File: src/hdl/modbusPkg.sv
// shared Modbus RTU definitions; registers are fixed at 16 bits and only reads are supported
`default_nettype none

package modbusPkg;

    // one Modbus register
    typedef logic [15:0] RegWord;

    typedef enum logic [7:0] {
        ReadHolding = 8'h03,
        ReadInput   = 8'h04
    } FunctionCode;

    typedef enum logic [7:0] {
        IllegalFunction = 8'h01,
        IllegalAddress  = 8'h02,
        IllegalQuantity = 8'h03
    } ExceptionCode;

    // parsed request, handed from receiver to responder and counter
    typedef struct packed {
        logic [7:0]  funcCode;     // function byte as received
        logic [15:0] startAddress;
        logic [15:0] quantity;
        logic        isException;
        logic [7:0]  exception;
        logic        regBank;      // 1 selects the input bank
    } ModbusRequest;

    // one byte from the UART
    typedef struct packed {
        logic [7:0] data;
        logic       parityError;
    } RxByte;

    // protocol limit for one read request
    localparam int MaxReadQuantity = 125;

    // set in the function byte of an exception reply
    localparam logic [7:0] ExceptionFlag = 8'h80;

endpackage

`default_nettype wire

File: src/hdl/modbusCrc16.sv
// CRC-16/Modbus over one byte per enable; clear and enable in the same cycle start a new CRC
`default_nettype none

module modbusCrc16 (
    input  wire logic        clk,
    input  wire logic        rst,
    input  wire logic        clear,
    input  wire logic        enable,
    input  wire logic [7:0]  data,
    output logic      [15:0] crc
);

    // whole byte in one step, LSB first
    function automatic logic [15:0] crcStep(input logic [15:0] crcIn, input logic [7:0] byteIn);
        logic [15:0] c;
        c = crcIn ^ {8'h00, byteIn};
        for (int i = 0; i < 8; i++) begin
            c = c[0] ? ((c >> 1) ^ 16'hA001) : (c >> 1);
        end
        return c;
    endfunction

    always_ff @(posedge clk) begin
        if (rst) begin
            crc <= 16'hFFFF;
        end else if (enable) begin
            crc <= crcStep(clear ? 16'hFFFF : crc, data); // first byte of a frame
        end else if (clear) begin
            crc <= 16'hFFFF;
        end
    end

endmodule

`default_nettype wire

File: src/hdl/modbusFrameReceiver.sv
// parses read requests (0x03/0x04) only; a silence gap must separate frames or they are lost
`default_nettype none

module modbusFrameReceiver #(
    parameter logic [7:0] StationAddress = 8'h37,
    parameter int         HoldingCount   = 32,
    parameter int         InputCount     = 32
) (
    input  wire logic                    clk,
    input  wire logic                    rst,
    input  wire modbusPkg::RxByte        rxByte,
    input  wire logic                    dataReceived,
    input  wire logic                    silence,
    input  wire logic [15:0]             rxCrc,
    output logic                         crcClear,
    output logic                         crcEnable,
    output logic                         requestValid,
    output modbusPkg::ModbusRequest      request
);
    import modbusPkg::*;

    typedef enum logic [3:0] {
        RxAddress,
        RxFunction,
        RxStartHi,
        RxStartLo,
        RxQuantityHi,
        RxQuantityLo,
        RxCrcLo,
        RxCrcHi,
        RxWait
    } RxState;

    RxState      state;
    logic [7:0]  crcLow;
    logic        functionSupported;
    RegWord      quantityNow;
    logic [16:0] endAddress;
    logic [16:0] bankLimit;

    assign functionSupported = rxByte.data == ReadHolding || rxByte.data == ReadInput;
    assign quantityNow       = {request.quantity[15:8], rxByte.data};
    assign endAddress        = 17'(request.startAddress) + 17'(quantityNow);
    assign bankLimit         = request.regBank ? 17'(InputCount) : 17'(HoldingCount);

    // CRC covers everything up to the quantity low byte
    assign crcClear  = state == RxAddress;
    assign crcEnable = dataReceived && !silence && !rxByte.parityError
                       && state != RxCrcLo && state != RxCrcHi && state != RxWait;

    always_ff @(posedge clk) begin
        if (rst) begin
            state        <= RxAddress;
            requestValid <= 1'b0;
        end else begin
            requestValid <= 1'b0;
            if (silence) begin
                state <= RxAddress;
            end else if (dataReceived) begin
                if (rxByte.parityError) begin
                    state <= RxWait; // whole frame dropped
                end else begin
                    case (state)
                        RxAddress: begin
                            state <= (rxByte.data == StationAddress) ? RxFunction : RxWait;
                        end
                        RxFunction: begin
                            request.funcCode    <= rxByte.data;
                            request.regBank     <= rxByte.data == ReadInput;
                            request.isException <= !functionSupported;
                            request.exception   <= IllegalFunction;
                            if (functionSupported) begin
                                state <= RxStartHi;
                            end else begin
                                requestValid <= 1'b1;
                                state        <= RxWait;
                            end
                        end
                        RxStartHi: begin
                            request.startAddress[15:8] <= rxByte.data;
                            state <= RxStartLo;
                        end
                        RxStartLo: begin
                            request.startAddress[7:0] <= rxByte.data;
                            state <= RxQuantityHi;
                        end
                        RxQuantityHi: begin
                            request.quantity[15:8] <= rxByte.data;
                            state <= RxQuantityLo;
                        end
                        RxQuantityLo: begin
                            request.quantity[7:0] <= rxByte.data;
                            if (quantityNow == 16'd0 || quantityNow > 16'(MaxReadQuantity)) begin
                                request.isException <= 1'b1;
                                request.exception   <= IllegalQuantity;
                                requestValid        <= 1'b1;
                                state               <= RxWait;
                            end else if (endAddress > bankLimit) begin
                                request.isException <= 1'b1;
                                request.exception   <= IllegalAddress;
                                requestValid        <= 1'b1;
                                state               <= RxWait;
                            end else begin
                                state <= RxCrcLo;
                            end
                        end
                        RxCrcLo: begin
                            crcLow <= rxByte.data;
                            state  <= RxCrcHi;
                        end
                        RxCrcHi: begin
                            requestValid <= {rxByte.data, crcLow} == rxCrc; // silent on mismatch
                            state        <= RxAddress;
                        end
                        default: state <= RxWait; // until silence
                    endcase
                end
            end
        end
    end

    // one request per frame
    assert property (@(posedge clk) disable iff (rst) requestValid |=> !requestValid);

endmodule

`default_nettype wire

File: src/hdl/modbusResponder.sv
// builds read and exception replies; requests arriving while a reply is in progress are dropped
`default_nettype none

module modbusResponder #(
    parameter logic [7:0] StationAddress = 8'h37
) (
    input  wire logic                    clk,
    input  wire logic                    rst,
    input  wire logic                    requestValid,
    input  wire modbusPkg::ModbusRequest request,
    input  wire logic                    wordValid,
    input  wire modbusPkg::RegWord       word,
    input  wire logic                    lastWord,
    input  wire logic                    writeAck,
    input  wire logic [15:0]             txCrc,
    output logic                         readStart,
    output logic                         wordTaken,
    output logic [7:0]                   dataOut,
    output logic                         writeReq,
    output logic                         crcClear,
    output logic                         crcEnable
);
    import modbusPkg::*;

    typedef enum logic [3:0] {
        TxIdle,
        TxStation,
        TxFunction,
        TxException,
        TxByteCount,
        TxWaitWord,
        TxDataHi,
        TxDataLo,
        TxCrcLo,
        TxCrcHi
    } TxState;

    TxState       state;
    TxState       afterState;
    ModbusRequest req;
    logic [7:0]   byteValue;
    logic         byteDone;

    assign byteDone = writeReq && writeAck;

    // CRC runs over every accepted byte except its own two
    assign crcClear  = state == TxIdle;
    assign crcEnable = byteDone && state != TxCrcLo && state != TxCrcHi;

    always_comb begin
        byteValue  = 8'h00;
        afterState = state;
        case (state)
            TxStation: begin
                byteValue  = StationAddress;
                afterState = TxFunction;
            end
            TxFunction: begin
                byteValue  = req.isException ? (req.funcCode | ExceptionFlag) : req.funcCode;
                afterState = req.isException ? TxException : TxByteCount;
            end
            TxException: begin
                byteValue  = req.exception;
                afterState = TxCrcLo;
            end
            TxByteCount: begin
                byteValue  = {req.quantity[6:0], 1'b0};
                afterState = TxWaitWord;
            end
            TxDataHi: begin
                byteValue  = word[15:8];
                afterState = TxDataLo;
            end
            TxDataLo: begin
                byteValue  = word[7:0];
                afterState = lastWord ? TxCrcLo : TxWaitWord;
            end
            TxCrcLo: begin
                byteValue  = txCrc[7:0];
                afterState = TxCrcHi;
            end
            TxCrcHi: begin
                byteValue  = txCrc[15:8];
                afterState = TxIdle;
            end
            default: ;
        endcase
    end

    always_ff @(posedge clk) begin
        if (rst) begin
            state     <= TxIdle;
            writeReq  <= 1'b0;
            readStart <= 1'b0;
            wordTaken <= 1'b0;
        end else begin
            readStart <= 1'b0;
            wordTaken <= 1'b0;
            case (state)
                TxIdle: if (requestValid) begin
                    req   <= request;
                    state <= TxStation;
                end
                TxWaitWord: if (wordValid) begin
                    state <= TxDataHi;
                end
                default: begin
                    if (!writeReq) begin
                        dataOut  <= byteValue; // one idle cycle lets the CRC settle
                        writeReq <= 1'b1;
                    end else if (writeAck) begin
                        writeReq  <= 1'b0;
                        state     <= afterState;
                        readStart <= state == TxByteCount;
                        wordTaken <= state == TxDataLo;
                    end
                end
            endcase
        end
    end

    // FIFO sees a stable byte during back-pressure
    assert property (@(posedge clk) disable iff (rst)
        writeReq && !writeAck |=> writeReq && $stable(dataOut));

endmodule

`default_nettype wire

File: src/hdl/modbusSlave.sv
// Modbus RTU read-only slave; the UART and the output FIFO share clk with this block
`default_nettype none

module modbusSlave #(
    parameter int                   AddrWidth      = 24,
    parameter logic [7:0]           StationAddress = 8'h37,
    parameter logic [AddrWidth-1:0] HoldingOffset  = 'hA00000,
    parameter logic [AddrWidth-1:0] InputOffset    = 'h100000,
    parameter int                   HoldingCount   = 32,
    parameter int                   InputCount     = 32
) (
    input  wire logic              clk,
    input  wire logic              rst,
    input  wire modbusPkg::RxByte  rxByte,
    input  wire logic              dataReceived,
    input  wire logic              silence,
    input  wire modbusPkg::RegWord wbDatI,
    input  wire logic              wbAck,
    input  wire logic              writeAck,
    output logic [AddrWidth-1:0]   wbAdr,
    output logic                   wbCyc,
    output logic                   wbStb,
    output logic                   wbWe,
    output logic [7:0]             dataOut,
    output logic                   writeReq
);
    import modbusPkg::*;

    ModbusRequest request;
    RegWord       word;
    logic         requestValid;
    logic         readStart;
    logic         wordValid;
    logic         wordTaken;
    logic         lastWord;
    logic [15:0]  rxCrc;
    logic [15:0]  txCrc;
    logic         rxCrcClear;
    logic         rxCrcEnable;
    logic         txCrcClear;
    logic         txCrcEnable;

    modbusFrameReceiver #(
        .StationAddress(StationAddress),
        .HoldingCount  (HoldingCount),
        .InputCount    (InputCount)
    ) u_receiver (
        .clk         (clk),
        .rst         (rst),
        .rxByte      (rxByte),
        .dataReceived(dataReceived),
        .silence     (silence),
        .rxCrc       (rxCrc),
        .crcClear    (rxCrcClear),
        .crcEnable   (rxCrcEnable),
        .requestValid(requestValid),
        .request     (request)
    );

    modbusCrc16 u_rxCrc (
        .clk   (clk),
        .rst   (rst),
        .clear (rxCrcClear),
        .enable(rxCrcEnable),
        .data  (rxByte.data),
        .crc   (rxCrc)
    );

    registerReadCounter #(
        .AddrWidth    (AddrWidth),
        .HoldingOffset(HoldingOffset),
        .InputOffset  (InputOffset)
    ) u_counter (
        .clk      (clk),
        .rst      (rst),
        .readStart(readStart),
        .request  (request),
        .wordTaken(wordTaken),
        .wbDatI   (wbDatI),
        .wbAck    (wbAck),
        .wbAdr    (wbAdr),
        .wbCyc    (wbCyc),
        .wbStb    (wbStb),
        .wbWe     (wbWe),
        .wordValid(wordValid),
        .word     (word),
        .lastWord (lastWord)
    );

    modbusResponder #(
        .StationAddress(StationAddress)
    ) u_responder (
        .clk         (clk),
        .rst         (rst),
        .requestValid(requestValid),
        .request     (request),
        .wordValid   (wordValid),
        .word        (word),
        .lastWord    (lastWord),
        .writeAck    (writeAck),
        .txCrc       (txCrc),
        .readStart   (readStart),
        .wordTaken   (wordTaken),
        .dataOut     (dataOut),
        .writeReq    (writeReq),
        .crcClear    (txCrcClear),
        .crcEnable   (txCrcEnable)
    );

    modbusCrc16 u_txCrc (
        .clk   (clk),
        .rst   (rst),
        .clear (txCrcClear),
        .enable(txCrcEnable),
        .data  (dataOut),
        .crc   (txCrc)
    );

endmodule

`default_nettype wire

File: src/hdl/registerReadCounter.sv
// one Wishbone classic read per register; request must stay unchanged from readStart to last word
`default_nettype none

module registerReadCounter #(
    parameter int                   AddrWidth     = 24,
    parameter logic [AddrWidth-1:0] HoldingOffset = 'hA00000,
    parameter logic [AddrWidth-1:0] InputOffset   = 'h100000
) (
    input  wire logic                    clk,
    input  wire logic                    rst,
    input  wire logic                    readStart,
    input  wire modbusPkg::ModbusRequest request,
    input  wire logic                    wordTaken,
    input  wire modbusPkg::RegWord       wbDatI,
    input  wire logic                    wbAck,
    output logic [AddrWidth-1:0]         wbAdr,
    output logic                         wbCyc,
    output logic                         wbStb,
    output logic                         wbWe,
    output logic                         wordValid,
    output modbusPkg::RegWord            word,
    output logic                         lastWord
);
    import modbusPkg::*;

    typedef enum logic [1:0] {CntIdle, CntRead, CntHold} CntState;

    CntState    state;
    logic [6:0] remaining; // quantity never exceeds 125 here

    assign wbWe = 1'b0; // reads only

    always_ff @(posedge clk) begin
        if (rst) begin
            state     <= CntIdle;
            wbCyc     <= 1'b0;
            wbStb     <= 1'b0;
            wordValid <= 1'b0;
            lastWord  <= 1'b0;
        end else begin
            wordValid <= 1'b0;
            case (state)
                CntIdle: if (readStart) begin
                    wbAdr     <= (request.regBank ? InputOffset : HoldingOffset)
                                 + AddrWidth'(request.startAddress);
                    remaining <= request.quantity[6:0];
                    wbCyc     <= 1'b1;
                    wbStb     <= 1'b1;
                    state     <= CntRead;
                end
                CntRead: if (wbAck) begin
                    wbCyc     <= 1'b0;
                    wbStb     <= 1'b0;
                    word      <= wbDatI;
                    wordValid <= 1'b1;
                    lastWord  <= remaining == 7'd1;
                    state     <= CntHold;
                end
                default: if (wordTaken) begin // word held until both bytes are out
                    if (lastWord) begin
                        state <= CntIdle;
                    end else begin
                        wbAdr     <= wbAdr + 1'b1;
                        remaining <= remaining - 7'd1;
                        wbCyc     <= 1'b1;
                        wbStb     <= 1'b1;
                        state     <= CntRead;
                    end
                end
            endcase
        end
    end

    // address and strobe held until the slave acks
    assert property (@(posedge clk) disable iff (rst)
        wbStb && !wbAck |=> wbStb && $stable(wbAdr));

endmodule

`default_nettype wire

File: config.mk
export PLATFORM = sky130hd
export DESIGN_NAME = modbusSlave
export DESIGN_NICKNAME = d
export VERILOG_FILES = /design/src/hdl/modbusPkg.sv /design/src/hdl/modbusCrc16.sv /design/src/hdl/modbusFrameReceiver.sv /design/src/hdl/modbusResponder.sv /design/src/hdl/modbusSlave.sv /design/src/hdl/registerReadCounter.sv
export SDC_FILE = /design/constraint.sdc
export NUM_CORES = 1
export LEC_CHECK = 0
export ABC_AREA = 0
export BUFFER_PORTS_ARGS = -buffer_cell sky130_fd_sc_hd__buf_2
export CAP_MARGIN = 0
export CORE_UTILIZATION = 57
export CTS_BUF_LIST = sky130_fd_sc_hd__clkbuf_2
export CTS_CLUSTER_DIAMETER = 60
export DETAILED_ROUTE_END_ITERATION = 12
export PLACE_DENSITY_LB_ADDON = 0.05
export SLEW_MARGIN = 0
export SYNTH_ARGS = -nofsm -noshare
export SYNTH_HDL_FRONTEND = slang
export SYNTH_SLANG_ARGS = --single-unit
File: constraint.sdc
create_clock -name clk -period 3.5 [get_ports clk]
set_clock_uncertainty 0.15 [all_clocks]
set_input_delay 0.7 -clock clk [delete_from_list [all_inputs] [get_ports clk]]
set_output_delay 0.7 -clock clk [all_outputs]
set_load 0.02 [all_outputs]
==> impl_results.md, run 1 <==
- Run status: complete, no violations
- Max Cap Violations: 0
- Critical path class: reg -> reg
- Vias per cell: 5.885
- Residual DRC count: 0
- Clock-pin transition on the worst setup and hold timing paths: 0.27 ns
- Leak pwr: 3.729 nW
- Post-synthesis cell area: 9276 um2
- Post-route clock period utilization: 96.70%
- Global routing's busiest layer: met2
- Grt met2 use: 43.06%
- Layout cells sized above 1: 16.22%
- Detailed-route via count: 7227
- Aggregate routed wire length: 22250 um
- Die extent in x: 129.6 um
- Fillers: 1293
- Total Die Area: 16790 um2
- Endpoint kind of the worst setup timing path: register
- Worst vdd ir: 0.0002166 V
- Starting DRC count in detailed routing: 643
- Post-route insts no fill: 1228
- Global-route wire length before repair: 34870 um
- Die outline height: 129.6 um
- Overflow after GRT: 0
- Main flop type after synthesis: sky130_fd_sc_hd__edfxtp_1
- Normalized max-slew margin: 23.52%
- Antenna violation net count after detailed routing: 0
- Final setup violation count: 0
- Worst-case clock buffer depth: 2
- Count of mapped cells out of synthesis: 905
- Flop and latch count out of synthesis: 173
- GR Util met3: 4.583%
- Number of antenna violations at the first check in global routing: 1
- Number of different library cells in the post-synthesis netlist: 84
- Post-layout minimum cycle time: 3.385 ns
- Critical Path Source Type: register
- Average wire length per cell after detail routing: 18.12 um
- Sequential fraction of the synthesis area: 50.71%
- Tot GR Track Use: 27.20%
- Detailed Routing Iterations Pass 1: 5
- Family with the most delay on the worst path: compound AO/OA/AOI/OAI gates
- Worst hold-check path type: in -> reg
- Critical path cell sequence: ha_1, fa_1, a21o_1, a221oi_4, xor2_1, o211ai_2, nor4b_2, or4b_1, o21a_1
- Slew of the pin with the lowest slew margin: 1.140 ns
- Fraction of met1 tracks used by global routing: 38.71%
- Highest Clock Rate: 295.5 MHz
- Required time at the worst-slack endpoint: 3.90 ns
- Post-Syn Nets: 956
- Floorplan core area: 15890 um2
- Clock latency of the later-clocked register in the worst-skew pair: 0.75 ns
- Cell total after placement: 1176
- # port buffers: 65
- Average cell area after synthesis: 10.25 um2
- Top Ports: 67
- Biggest fanout along the worst timing path: 3
- Pwr dens: 374.4 nW/um2
- Number of hold-slack violations in the final timing report: 0
- # clock sinks: 173
- Area Growth Syn to Fin: 11.76%
- Arrival time at the worst endpoint: 3.78 ns
- Final layout net count: 1049
- Largest incremental delay on the critical path: 0.47 ns
- Warnings from Yosys: 0
- Starting utilization of the core area: 58.40%
- Pin count of the biggest net entering global routing: 34
- Worst path slowest cell: sky130_fd_sc_hd__edfxtp_1
- HPWL after detailed placement: 15780 um
- CTS tree: done
- Count of pins over their slew limit: 0
- Share of synthesized flip-flops with an asynchronous set or reset: 0%
- Total buffers and inverters traversed by the critical path: 0
- Number of enable flip-flop cells after synthesis: 124
- Number of global-route vias before repair: 6716
- Number of clock buffers inserted by TritonCTS: 17
- Routability cong.: 0.8871
- Depth of the CTS H-tree: 4
- Rows: 46
- CTS Root Cell: sky130_fd_sc_hd__clkbuf_2
- Smallest hold slack: 0.07879 ns
[synthesized netlist by cell type (4+ instances only)]
master / count / share of area, %
sky130_fd_sc_hd__a211oi_1: 5 / 0.40
sky130_fd_sc_hd__a21o_1: 4 / 0.32
sky130_fd_sc_hd__a21oi_1: 40 / 2.2
sky130_fd_sc_hd__a31o_2: 4 / 0.38
sky130_fd_sc_hd__a31oi_1: 6 / 0.40
sky130_fd_sc_hd__a32oi_1: 4 / 0.38
sky130_fd_sc_hd__and2_1: 5 / 0.34
sky130_fd_sc_hd__and3_1: 12 / 0.81
sky130_fd_sc_hd__buf_6: 4 / 0.49
sky130_fd_sc_hd__clkbuf_1: 36 / 1.5
sky130_fd_sc_hd__dfxtp_1: 49 / 11
sky130_fd_sc_hd__edfxtp_1: 124 / 40
sky130_fd_sc_hd__ha_1: 19 / 2.6
sky130_fd_sc_hd__inv_1: 15 / 0.61
sky130_fd_sc_hd__mux2i_1: 10 / 1.1
sky130_fd_sc_hd__nand2_1: 104 / 4.2
sky130_fd_sc_hd__nand2b_1: 6 / 0.40
sky130_fd_sc_hd__nand3_1: 25 / 1.3
sky130_fd_sc_hd__nand3b_1: 5 / 0.40
sky130_fd_sc_hd__nand4_1: 8 / 0.54
sky130_fd_sc_hd__nor2_1: 93 / 3.8
sky130_fd_sc_hd__nor2b_1: 5 / 0.34
sky130_fd_sc_hd__nor3_1: 32 / 1.7
sky130_fd_sc_hd__nor4_1: 13 / 0.88
sky130_fd_sc_hd__o211ai_1: 4 / 0.32
sky130_fd_sc_hd__o21a_1: 7 / 0.57
sky130_fd_sc_hd__o21ai_0: 62 / 3.3
sky130_fd_sc_hd__o21ai_1: 5 / 0.27
sky130_fd_sc_hd__o221ai_1: 4 / 0.38
sky130_fd_sc_hd__o22ai_1: 4 / 0.27
sky130_fd_sc_hd__o31ai_1: 4 / 0.32
sky130_fd_sc_hd__xnor2_1: 61 / 5.8
sky130_fd_sc_hd__xor2_1: 44 / 4.2
[metrics by stage]
| stage | setup slack [ns] | util (%) | instance area (um2) | setup TNS [ns] | power, mW |
|---|---|---|---|---|---|
| CTS | 0.04586 | 65.09 | 10340 | 0 | 3.889 |
| floorplan | 0.03949 | - | 9276 | 0 | 2.700 |
| detailed placement | -0.2958 | 62.53 | 9933 | -1.109 | 2.867 |
| finish | 0.1154 | 65.26 | 10370 | 0 | 3.882 |
| global route | -0.01869 | 65.26 | 10370 | -0.01869 | 4.023 |
| global placement | -0.2180 | 62.53 | 9933 | -0.6963 | 2.855 |
[layout by cell type, fill, tap and decap left out, types with 5 or more instances in the layout]
master	count
sky130_fd_sc_hd__edfxtp_1	124
sky130_fd_sc_hd__nand2_1	104
sky130_fd_sc_hd__nor2_1	91
sky130_fd_sc_hd__buf_2	65
sky130_fd_sc_hd__o21ai_0	62
sky130_fd_sc_hd__xnor2_1	61
sky130_fd_sc_hd__dfxtp_1	49
sky130_fd_sc_hd__xor2_1	44
sky130_fd_sc_hd__buf_4	42
sky130_fd_sc_hd__a21oi_1	40
sky130_fd_sc_hd__nor3_1	32
sky130_fd_sc_hd__nand3_1	25
sky130_fd_sc_hd__ha_1	19
sky130_fd_sc_hd__clkbuf_2	18
sky130_fd_sc_hd__dlygate4sd3_1	18
sky130_fd_sc_hd__inv_1	15
sky130_fd_sc_hd__nor4_1	13
sky130_fd_sc_hd__and3_1	12
sky130_fd_sc_hd__mux2i_1	10
sky130_fd_sc_hd__nand4_1	8
sky130_fd_sc_hd__o21a_1	7
sky130_fd_sc_hd__nand2b_1	6
sky130_fd_sc_hd__a31oi_1	6
sky130_fd_sc_hd__nor2b_1	5
sky130_fd_sc_hd__and2_1	5
sky130_fd_sc_hd__nand3b_1	5
sky130_fd_sc_hd__a211oi_1	5
sky130_fd_sc_hd__o21ai_1	5
sky130_fd_sc_hd__clkinv_4	5
[registers in the layout (all words and copies together), names as in the netlist, 7 cells and up]
| signal | count |
|---|---|
| u_counter.wbAdr | 24 |
| u_receiver.request | 43 |
| u_txCrc.crc | 16 |
| u_counter.word | 16 |
| u_rxCrc.crc | 16 |
| u_responder.dataOut | 8 |
| u_responder.req | 18 |
| u_receiver.crcLow | 8 |
| u_counter.remaining | 7 |
[per-layer routing]
layer,up-vias,wire [um]
met5,-,0
met4,0,269
met3,26,1128
met2,233,10610
met1,3489,10240
li1,3479,-
[final timing paths]
| check | from | end | slack, ns | depth (start not counted) |
|---|---|---|---|---|
| setup reg to reg | u_receiver.request[26] | u_receiver.request[2] | 0.12 | 9 |
| setup / recovery | u_receiver.request[26] | u_receiver.request[2] | 0.12 | 9 |
| hold reg to reg | u_receiver.request[43] | u_responder.req[43] | 0.31 | 0 |
| hold / removal | rxByte[0] | u_receiver.state[3] | 0.08 | 3 |
[worst register-to-register path: stages (launching register included)]
cell                       delay [ns]
sky130_fd_sc_hd__edfxtp_1        0.47
sky130_fd_sc_hd__ha_1            0.23
sky130_fd_sc_hd__fa_1            0.40
sky130_fd_sc_hd__a21o_1          0.25
sky130_fd_sc_hd__a221oi_4        0.36
sky130_fd_sc_hd__xor2_1          0.27
sky130_fd_sc_hd__o211ai_2        0.14
sky130_fd_sc_hd__nor4b_2         0.22
sky130_fd_sc_hd__or4b_1          0.46
sky130_fd_sc_hd__o21a_1          0.24
[where the power goes]
group          leakage (nW)  switching [mW]  internal [mW]  total [mW]
combinational          2.06           0.350          0.248       0.598
clock                 0.145           0.751          0.279        1.03
sequential             1.53          0.0335           2.22        2.25
[layout make-up]
type	instances	area (um2)	share of cell area, %
Sequential cell	173	4705	45.38
Clock buffer	18	90.09	0.8689
Inverter	15	56.30	0.5431
Multi-Input combinational cell	666	4287	41.35
Timing Repair Buffer	125	820.8	7.917
Antenna cell	1	2.502	0.02414
Tap cell	216	270.3	2.607
Clock inverter	14	136.4	1.315
[cell families (layout without fill, tap and decap cells)]
group                    count (synthesis)  after routing  share of synthesized area (%)
AO/OA/AOI/OAI                          188            188                          13.31
XOR/XNOR                               107            107                          10.40
adder cells (fa/ha/maj)                 20             20                          2.779
buffers and inverters                   66            172                          3.372
flip-flops                             173            173                          50.71
multiplexers                            13             13                          1.443
other                                    1              2                        0.04043
AND/OR/NAND/NOR                        337            337                          17.94
[timing repair]
| action | 4_1_cts | 5_1_grt |
|---|---|---|
| endpoints found under the setup margin | 0 | 3 |
| setup buffers | 0 | 1 |
| hold buffers | 18 | 0 |
| resized for setup | 0 | 2 |
| endpoints found under the hold margin | 17 | 0 |
No activity file was read; power rests on OpenSTA's default activity.
==> run 2, diff against run 1 <==
--- a/config.mk
+++ b/config.mk
@@ -12,8 +12,9 @@
 export CTS_BUF_LIST = sky130_fd_sc_hd__clkbuf_2
 export CTS_CLUSTER_DIAMETER = 60
 export DETAILED_ROUTE_END_ITERATION = 12
-export PLACE_DENSITY_LB_ADDON = 0.05
+export PLACE_DENSITY = 0.91
 export SLEW_MARGIN = 0
 export SYNTH_ARGS = -nofsm -noshare
 export SYNTH_HDL_FRONTEND = slang
 export SYNTH_SLANG_ARGS = --single-unit
+export TNS_END_PERCENT = 5
==> run 2 against run 1 <==
Net effect: cell count up 0.24%; sequential power hardly changed; combinational power grew 2%; critical path type unchanged; largest power group unchanged; highest routed layer unchanged.
==> impl_results.md, run 2 (same netlist as run 1, synthesis figures left out) <==
- Run status: complete, no violations
- Highest Clock Rate: 301.8 MHz
- Critical Path Source Type: register
- Largest incremental delay on the critical path: 0.45 ns
- Normalized max-slew margin: 47.55%
- Worst-case clock buffer depth: 2
- Clock latency of the later-clocked register in the worst-skew pair: 0.78 ns
- Standard cell area after detailed placement: 9963 um2
- Rows: 46
- Count of pins over their slew limit: 0
- Number of flip-flops in the largest register: 43
- Die outline height: 129.6 um
- Biggest fanout along the worst timing path: 3
- Number of hold-slack violations in the final timing report: 0
- # port buffers: 65
- Setup TNS: 0 ns
- Post-route clock period utilization: 94.68%
- Endpoint kind of the worst setup timing path: register
- Critical path class: reg -> reg
- Sequential standard cell area: 4705 um2
- Total Die Area: 16790 um2
- Commonest non-fill, non-tap cell in the layout: sky130_fd_sc_hd__edfxtp_1
- CTS tree: done
- Inserted Diodes: 0
- Number of clock buffers inserted by TritonCTS: 17
- Smallest setup slack after layout: 0.1861 ns
- Starting utilization of the core area: 58.40%
- Starting DRC count in detailed routing: 829
- Number of global-route vias before repair: 6799
- Floorplan core area: 15890 um2
- Reg with most FFs: u_receiver.request
- Post-layout minimum cycle time: 3.314 ns
- Leak pwr: 3.762 nW
- Family with the most delay on the worst path: compound AO/OA/AOI/OAI gates
- Critical path cell sequence: ha_1, fa_2, a21o_1, a221oi_4, nor3b_4, o211ai_2, nor4b_2, or4b_1, o21a_1
- Final setup violation count: 0
- Die extent in x: 129.6 um
- Worst setup timing slack at the placement stage: -0.2623 ns
- HPWL after detailed placement: 15150 um
- Fin area: 10470 um2
- Worst path slowest cell: sky130_fd_sc_hd__edfxtp_1
- Worst vdd ir: 0.0001821 V
- Vias per cell: 5.947
- Number of antenna violations at the first check in global routing: 0
- Layout cells sized above 1: 16.55%
- Antenna violation net count after detailed routing: 0
- Aggregate routed wire length: 21720 um
- Most used cells in the layout excluding fill and tap cells: sky130_fd_sc_hd__edfxtp_1 (124), sky130_fd_sc_hd__nand2_1 (104), sky130_fd_sc_hd__nor2_1 (91)
- Arrival time at the worst endpoint: 3.71 ns
- Fillers: 1170
- Global-route wire length before repair: 34040 um
- Residual DRC count: 0
- Worst hold-check path type: in -> reg
- Unrepaired setup endpoints after global routing: false
- Pin count of the biggest net entering global routing: 38
- Final layout net count: 1053
- Clock-pin transition on the worst setup and hold timing paths: 0.24 ns
- Average wire length per cell after detail routing: 17.64 um
- Routability cong.: 0.9506
- Tot GR Track Use: 26.44%
- Pwr dens: 390.4 nW/um2
- Biggest regs: u_receiver.request: 43 flops, u_counter.wbAdr: 24 flops, u_responder.req: 18 flops
- Area Growth Syn to Fin: 12.85%
- Depth of the CTS H-tree: 4
- # clock sinks: 173
- Required time at the worst-slack endpoint: 3.90 ns
- CTS Root Cell: sky130_fd_sc_hd__clkbuf_2
- Multi-input combinational cell area: 4297 um2
- Detailed Routing Iterations Pass 1: 6
- Detailed-route via count: 7321
- Top Ports: 67
- Total buffers and inverters traversed by the critical path: 0
- Overflow after GRT: 0
- Slew of the pin with the lowest slew margin: 0.7815 ns
- Max Cap Violations: 0
## run 2: changes by cell type in the layout (fill, tap and decap cells not counted), moves of 2 or more
cell / previous run / this run
sky130_fd_sc_hd__buf_4: 42 / 46
sky130_fd_sc_hd__bufinv_16: 1 / 5
sky130_fd_sc_hd__clkinv_1: 1 / 3
sky130_fd_sc_hd__clkinv_4: 5 / 0
sky130_fd_sc_hd__clkinvlp_4: 0 / 2
sky130_fd_sc_hd__inv_6: 3 / 1
sky130_fd_sc_hd__inv_8: 2 / 0
## run 2: final cells by class
| type | count | area share (%) |
|---|---|---|
| Inverter | 15 | 0.5378 |
| Multi-Input combinational cell | 666 | 41.04 |
| Timing Repair Buffer | 129 | 8.127 |
| Clock inverter | 13 | 1.864 |
| Sequential cell | 173 | 44.94 |
| Clock buffer | 19 | 0.9083 |
| Tap cell | 216 | 2.582 |
## run 2: what timing repair did
action / 4_1_cts / 5_1_grt
hold buffers: 18 / 0
resized for setup: 0 / 4
buffers inserted: 0 / 1
setup endpoints to repair: 0 / 3
endpoints found under the hold margin: 18 / 0
## run 2: report_power, final
part / total [mW] / switching [mW] / internal, mW / leakage [nW]
combinational: 0.608 / 0.357 / 0.250 / 2.07
clock: 1.23 / 0.687 / 0.538 / 0.163
sequential: 2.25 / 0.0351 / 2.22 / 1.53
## run 2: path summary, 6_finish.rpt
kind	cells after the start	slack, ns	end	startpoint
worst max-delay path	9	0.19	u_receiver.request[1]	u_receiver.request[26]
worst min-delay path	3	0.16	u_receiver.state[3]	dataReceived
worst max register to register	9	0.19	u_receiver.request[1]	u_receiver.request[26]
worst min register to register	0	0.30	u_responder.req[46]	u_receiver.request[46]
## run 2: tightest hold or removal path, cell delays in order
cell,delay [ns]
sky130_fd_sc_hd__buf_2,0.14
sky130_fd_sc_hd__o21ai_0,0.15
sky130_fd_sc_hd__o22ai_1,0.08
## run 2: metrics by stage
stage | instances | total power [mW] | util (%) | hold slack (ns)
final | 1231 | 4.087 | 65.90 | 0.1627
after global routing | 1231 | 4.234 | 65.90 | 0.1139
after CTS | 1230 | 4.089 | 65.68 | 0.08532
after detailed placement | 1180 | 2.867 | 62.72 | 0.2552
after global placement | 1180 | 2.856 | 62.72 | 0.2507
after floorplan | 905 | 2.700 | - | 0.2503
## run 2: layer usage
layer | wire length [um] | track usage (%) | vias to the layer above
li1 | - | - | 3490
met1 | 8946 | 33.89 | 3399
met2 | 10530 | 43.47 | 366
met3 | 1581 | 4.666 | 66
met4 | 666 | 12.72 | 0
met5 | 0 | 0 | -
==> run 3, diff against run 2 <==
--- a/config.mk
+++ b/config.mk
@@ -8,11 +8,10 @@
 export ABC_AREA = 0
 export BUFFER_PORTS_ARGS = -buffer_cell sky130_fd_sc_hd__buf_2
 export CAP_MARGIN = 0
-export CORE_UTILIZATION = 57
-export CTS_BUF_LIST = sky130_fd_sc_hd__clkbuf_2
+export CORE_UTILIZATION = 55
 export CTS_CLUSTER_DIAMETER = 60
 export DETAILED_ROUTE_END_ITERATION = 12
-export PLACE_DENSITY = 0.91
+export PLACE_DENSITY = 0.89
 export SLEW_MARGIN = 0
 export SYNTH_ARGS = -nofsm -noshare
 export SYNTH_HDL_FRONTEND = slang
==> run 3 against run 2 <==
Net effect: clock power grew 60%; combinational power is 2% lower; final area increased by 0.98%; sequential share of layout area fell by 0.44 points; sequential cell count did not move; global-route usage is 1.1 points higher; count of clock-buffer cells in the layout decreased by 2; maximum frequency decreased by 3.3%; critical endpoint unchanged; highest routed layer unchanged.
==> impl_results.md, run 3 (same netlist as run 1, synthesis figures left out) <==
- HP Start: u_receiver.request[45]
- Final setup violation count: 0
- PnR Total Power: 4.819 mW
- Post-layout minimum cycle time: 3.428 ns
- Register-to-register setup slack: 0.07 ns
- Number of flip-flops in the largest register: 43
- R2R Path End: u_receiver.request[1]
- HPWL after detailed placement: 15600 um
- Total Die Area: 17390 um2
- Detailed-route via count: 7604
- Depth of the CTS H-tree: 4
- Rows: 47
- Highest Clock Rate: 291.7 MHz
- Starting utilization of the core area: 56.14%
- Multi-input combinational cell area: 4299 um2
- Biggest fanout along the worst timing path: 3
- Fin area: 10570 um2
- Worst hold-check path type: reg -> reg
- Smallest hold slack: 0.2645 ns
- CTS Root Cell: sky130_fd_sc_hd__clkbuf_16
- Die outline height: 131.9 um
- Starting DRC count in detailed routing: 910
- Normalized max-slew margin: 43.92%
- Vias per cell: 6.269
- Number of hold-slack violations in the final timing report: 0
- Commonest non-fill, non-tap cell in the layout: sky130_fd_sc_hd__edfxtp_1
- Die extent in x: 131.9 um
- Clock-pin transition on the worst setup and hold timing paths: 0.07 ns
- Post-route insts no fill: 1213
- Worst Hold Depth: 0
- Worst vdd ir: 0.0003678 V
- Critical path cell sequence: ha_1, fa_1, a21o_1, a221oi_4, nor3b_4, o211ai_2, nor4b_2, or4b_4, o21a_2
- Number of antenna violations at the first check in global routing: 1
- Average wire length per cell after detail routing: 19.44 um
- Antenna violation net count after detailed routing: 0
- Routability cong.: 0.9344
- Area Growth Syn to Fin: 13.96%
- CTS tree: done
- Fillers: 1218
- Reg with most FFs: u_receiver.request
- Aggregate routed wire length: 23580 um
- Detailed Routing Iterations Pass 1: 5
- Worst path slowest cell: sky130_fd_sc_hd__or4b_4
- Final layout net count: 1030
- Slew of the pin with the lowest slew margin: 0.8412 ns
- Number of global-route vias before repair: 7205
- Worst-case clock buffer depth: 2
- Hold EP: u_responder.req[45]
- # port buffers: 65
- Residual DRC count: 0
- Largest incremental delay on the critical path: 0.49 ns
- Worst r2r src: u_receiver.request[26]
- Top Ports: 67
- Arrival time at the worst endpoint: 3.48 ns
- Critical Path Source Type: register
- Run status: complete, no violations
- Max Cap Violations: 0
- Post-route clock period utilization: 97.95%
- Standard cell area after detailed placement: 9931 um2
- Cells on worst reg2reg path: 9
- Leak pwr: 3.796 nW
- Cell total after placement: 1179
- Clock latency of the later-clocked register in the worst-skew pair: 0.45 ns
- Required time at the worst-slack endpoint: 3.55 ns
- Biggest regs: u_receiver.request: 43 flops, u_counter.wbAdr: 24 flops, u_responder.req: 18 flops
- Overflow after GRT: 0
- Floorplan core area: 16520 um2
- # clock sinks: 173
- Number of hold buffers added after cts: 0
- Pin count of the biggest net entering global routing: 42
- Layout cells sized above 1: 16.73%
- Global-route wire length before repair: 37380 um
- Pwr dens: 455.8 nW/um2
- Tot GR Track Use: 27.53%
- Count of pins over their slew limit: 0
- Endpoint kind of the worst setup timing path: register
- Critical path class: reg -> reg
- Most used cells in the layout excluding fill and tap cells: sky130_fd_sc_hd__edfxtp_1 (124), sky130_fd_sc_hd__nand2_1 (104), sky130_fd_sc_hd__nor2_1 (91)
- Number of clock buffers inserted by TritonCTS: 17
- Sequential standard cell area: 4705 um2
==> run 3: layout make-up <==
type | count | share of cell area [%]
diodes | 1 | 0.02367
clock buffers | 17 | 4.024
clock inverters | 15 | 1.657
inverters | 15 | 0.5326
multi-input cells | 666 | 40.67
flip-flops and latches | 173 | 44.50
well taps | 220 | 2.604
repair buffers | 106 | 5.989
==> run 3: stage by stage <==
step / worst slack, ns / TNS, ns / utilization (%)
floorplan: 0.03949 / 0 / -
detailed placement: -0.3018 / -1.028 / 60.10
global route: -0.006205 / -0.01305 / 63.97
CTS: 0.06047 / 0 / 63.73
finish: 0.07169 / 0 / 63.97
global placement: -0.2318 / -0.7198 / 60.10
==> run 3: worst max-delay path by stage <==
stage / from / endpoint / slack, ns / cells after the start
after floorplan: rxByte[1] / u_receiver.request[1] / 0.04 / 9
after global placement: rxByte[1] / u_receiver.request[9] / -0.23 / 10
after global routing: u_receiver.request[26] / u_receiver.request[1] / -0.006 / 9
after CTS: u_receiver.request[26] / u_receiver.request[1] / 0.06 / 9
final: u_receiver.request[26] / u_receiver.request[1] / 0.07 / 9
after detailed placement: rxByte[1] / u_receiver.request[1] / -0.30 / 10
==> run 3: repair_timing <==
item,4_1_cts,5_1_grt
resized for setup,0,5
endpoints found under the hold margin,0,0
setup endpoints to repair,0,3
setup buffers,0,1
==> run 3: routing by layer <==
| metal | GRT usage, % | wire (um) |
|---|---|---|
| met1 | 34.07 | 9135 |
| met2 | 45.33 | 11500 |
| met3 | 4.498 | 1755 |
| met4 | 16.93 | 1189 |
| met5 | 0 | 0 |
==> run 3: worst max-delay path, delay by kind of cell, from the launching register on <==
kind	cells	cell delay, ns
AOI/OAI and AO/OA	4	0.99
and+or+nand+nor	3	0.99
adders and majority gates	2	0.62
DFF	1	0.42
==> run 3: report_power, final <==
part	switching (mW)	internal [mW]
clock network	0.893	1.08
registers	0.0348	2.22
logic	0.362	0.232
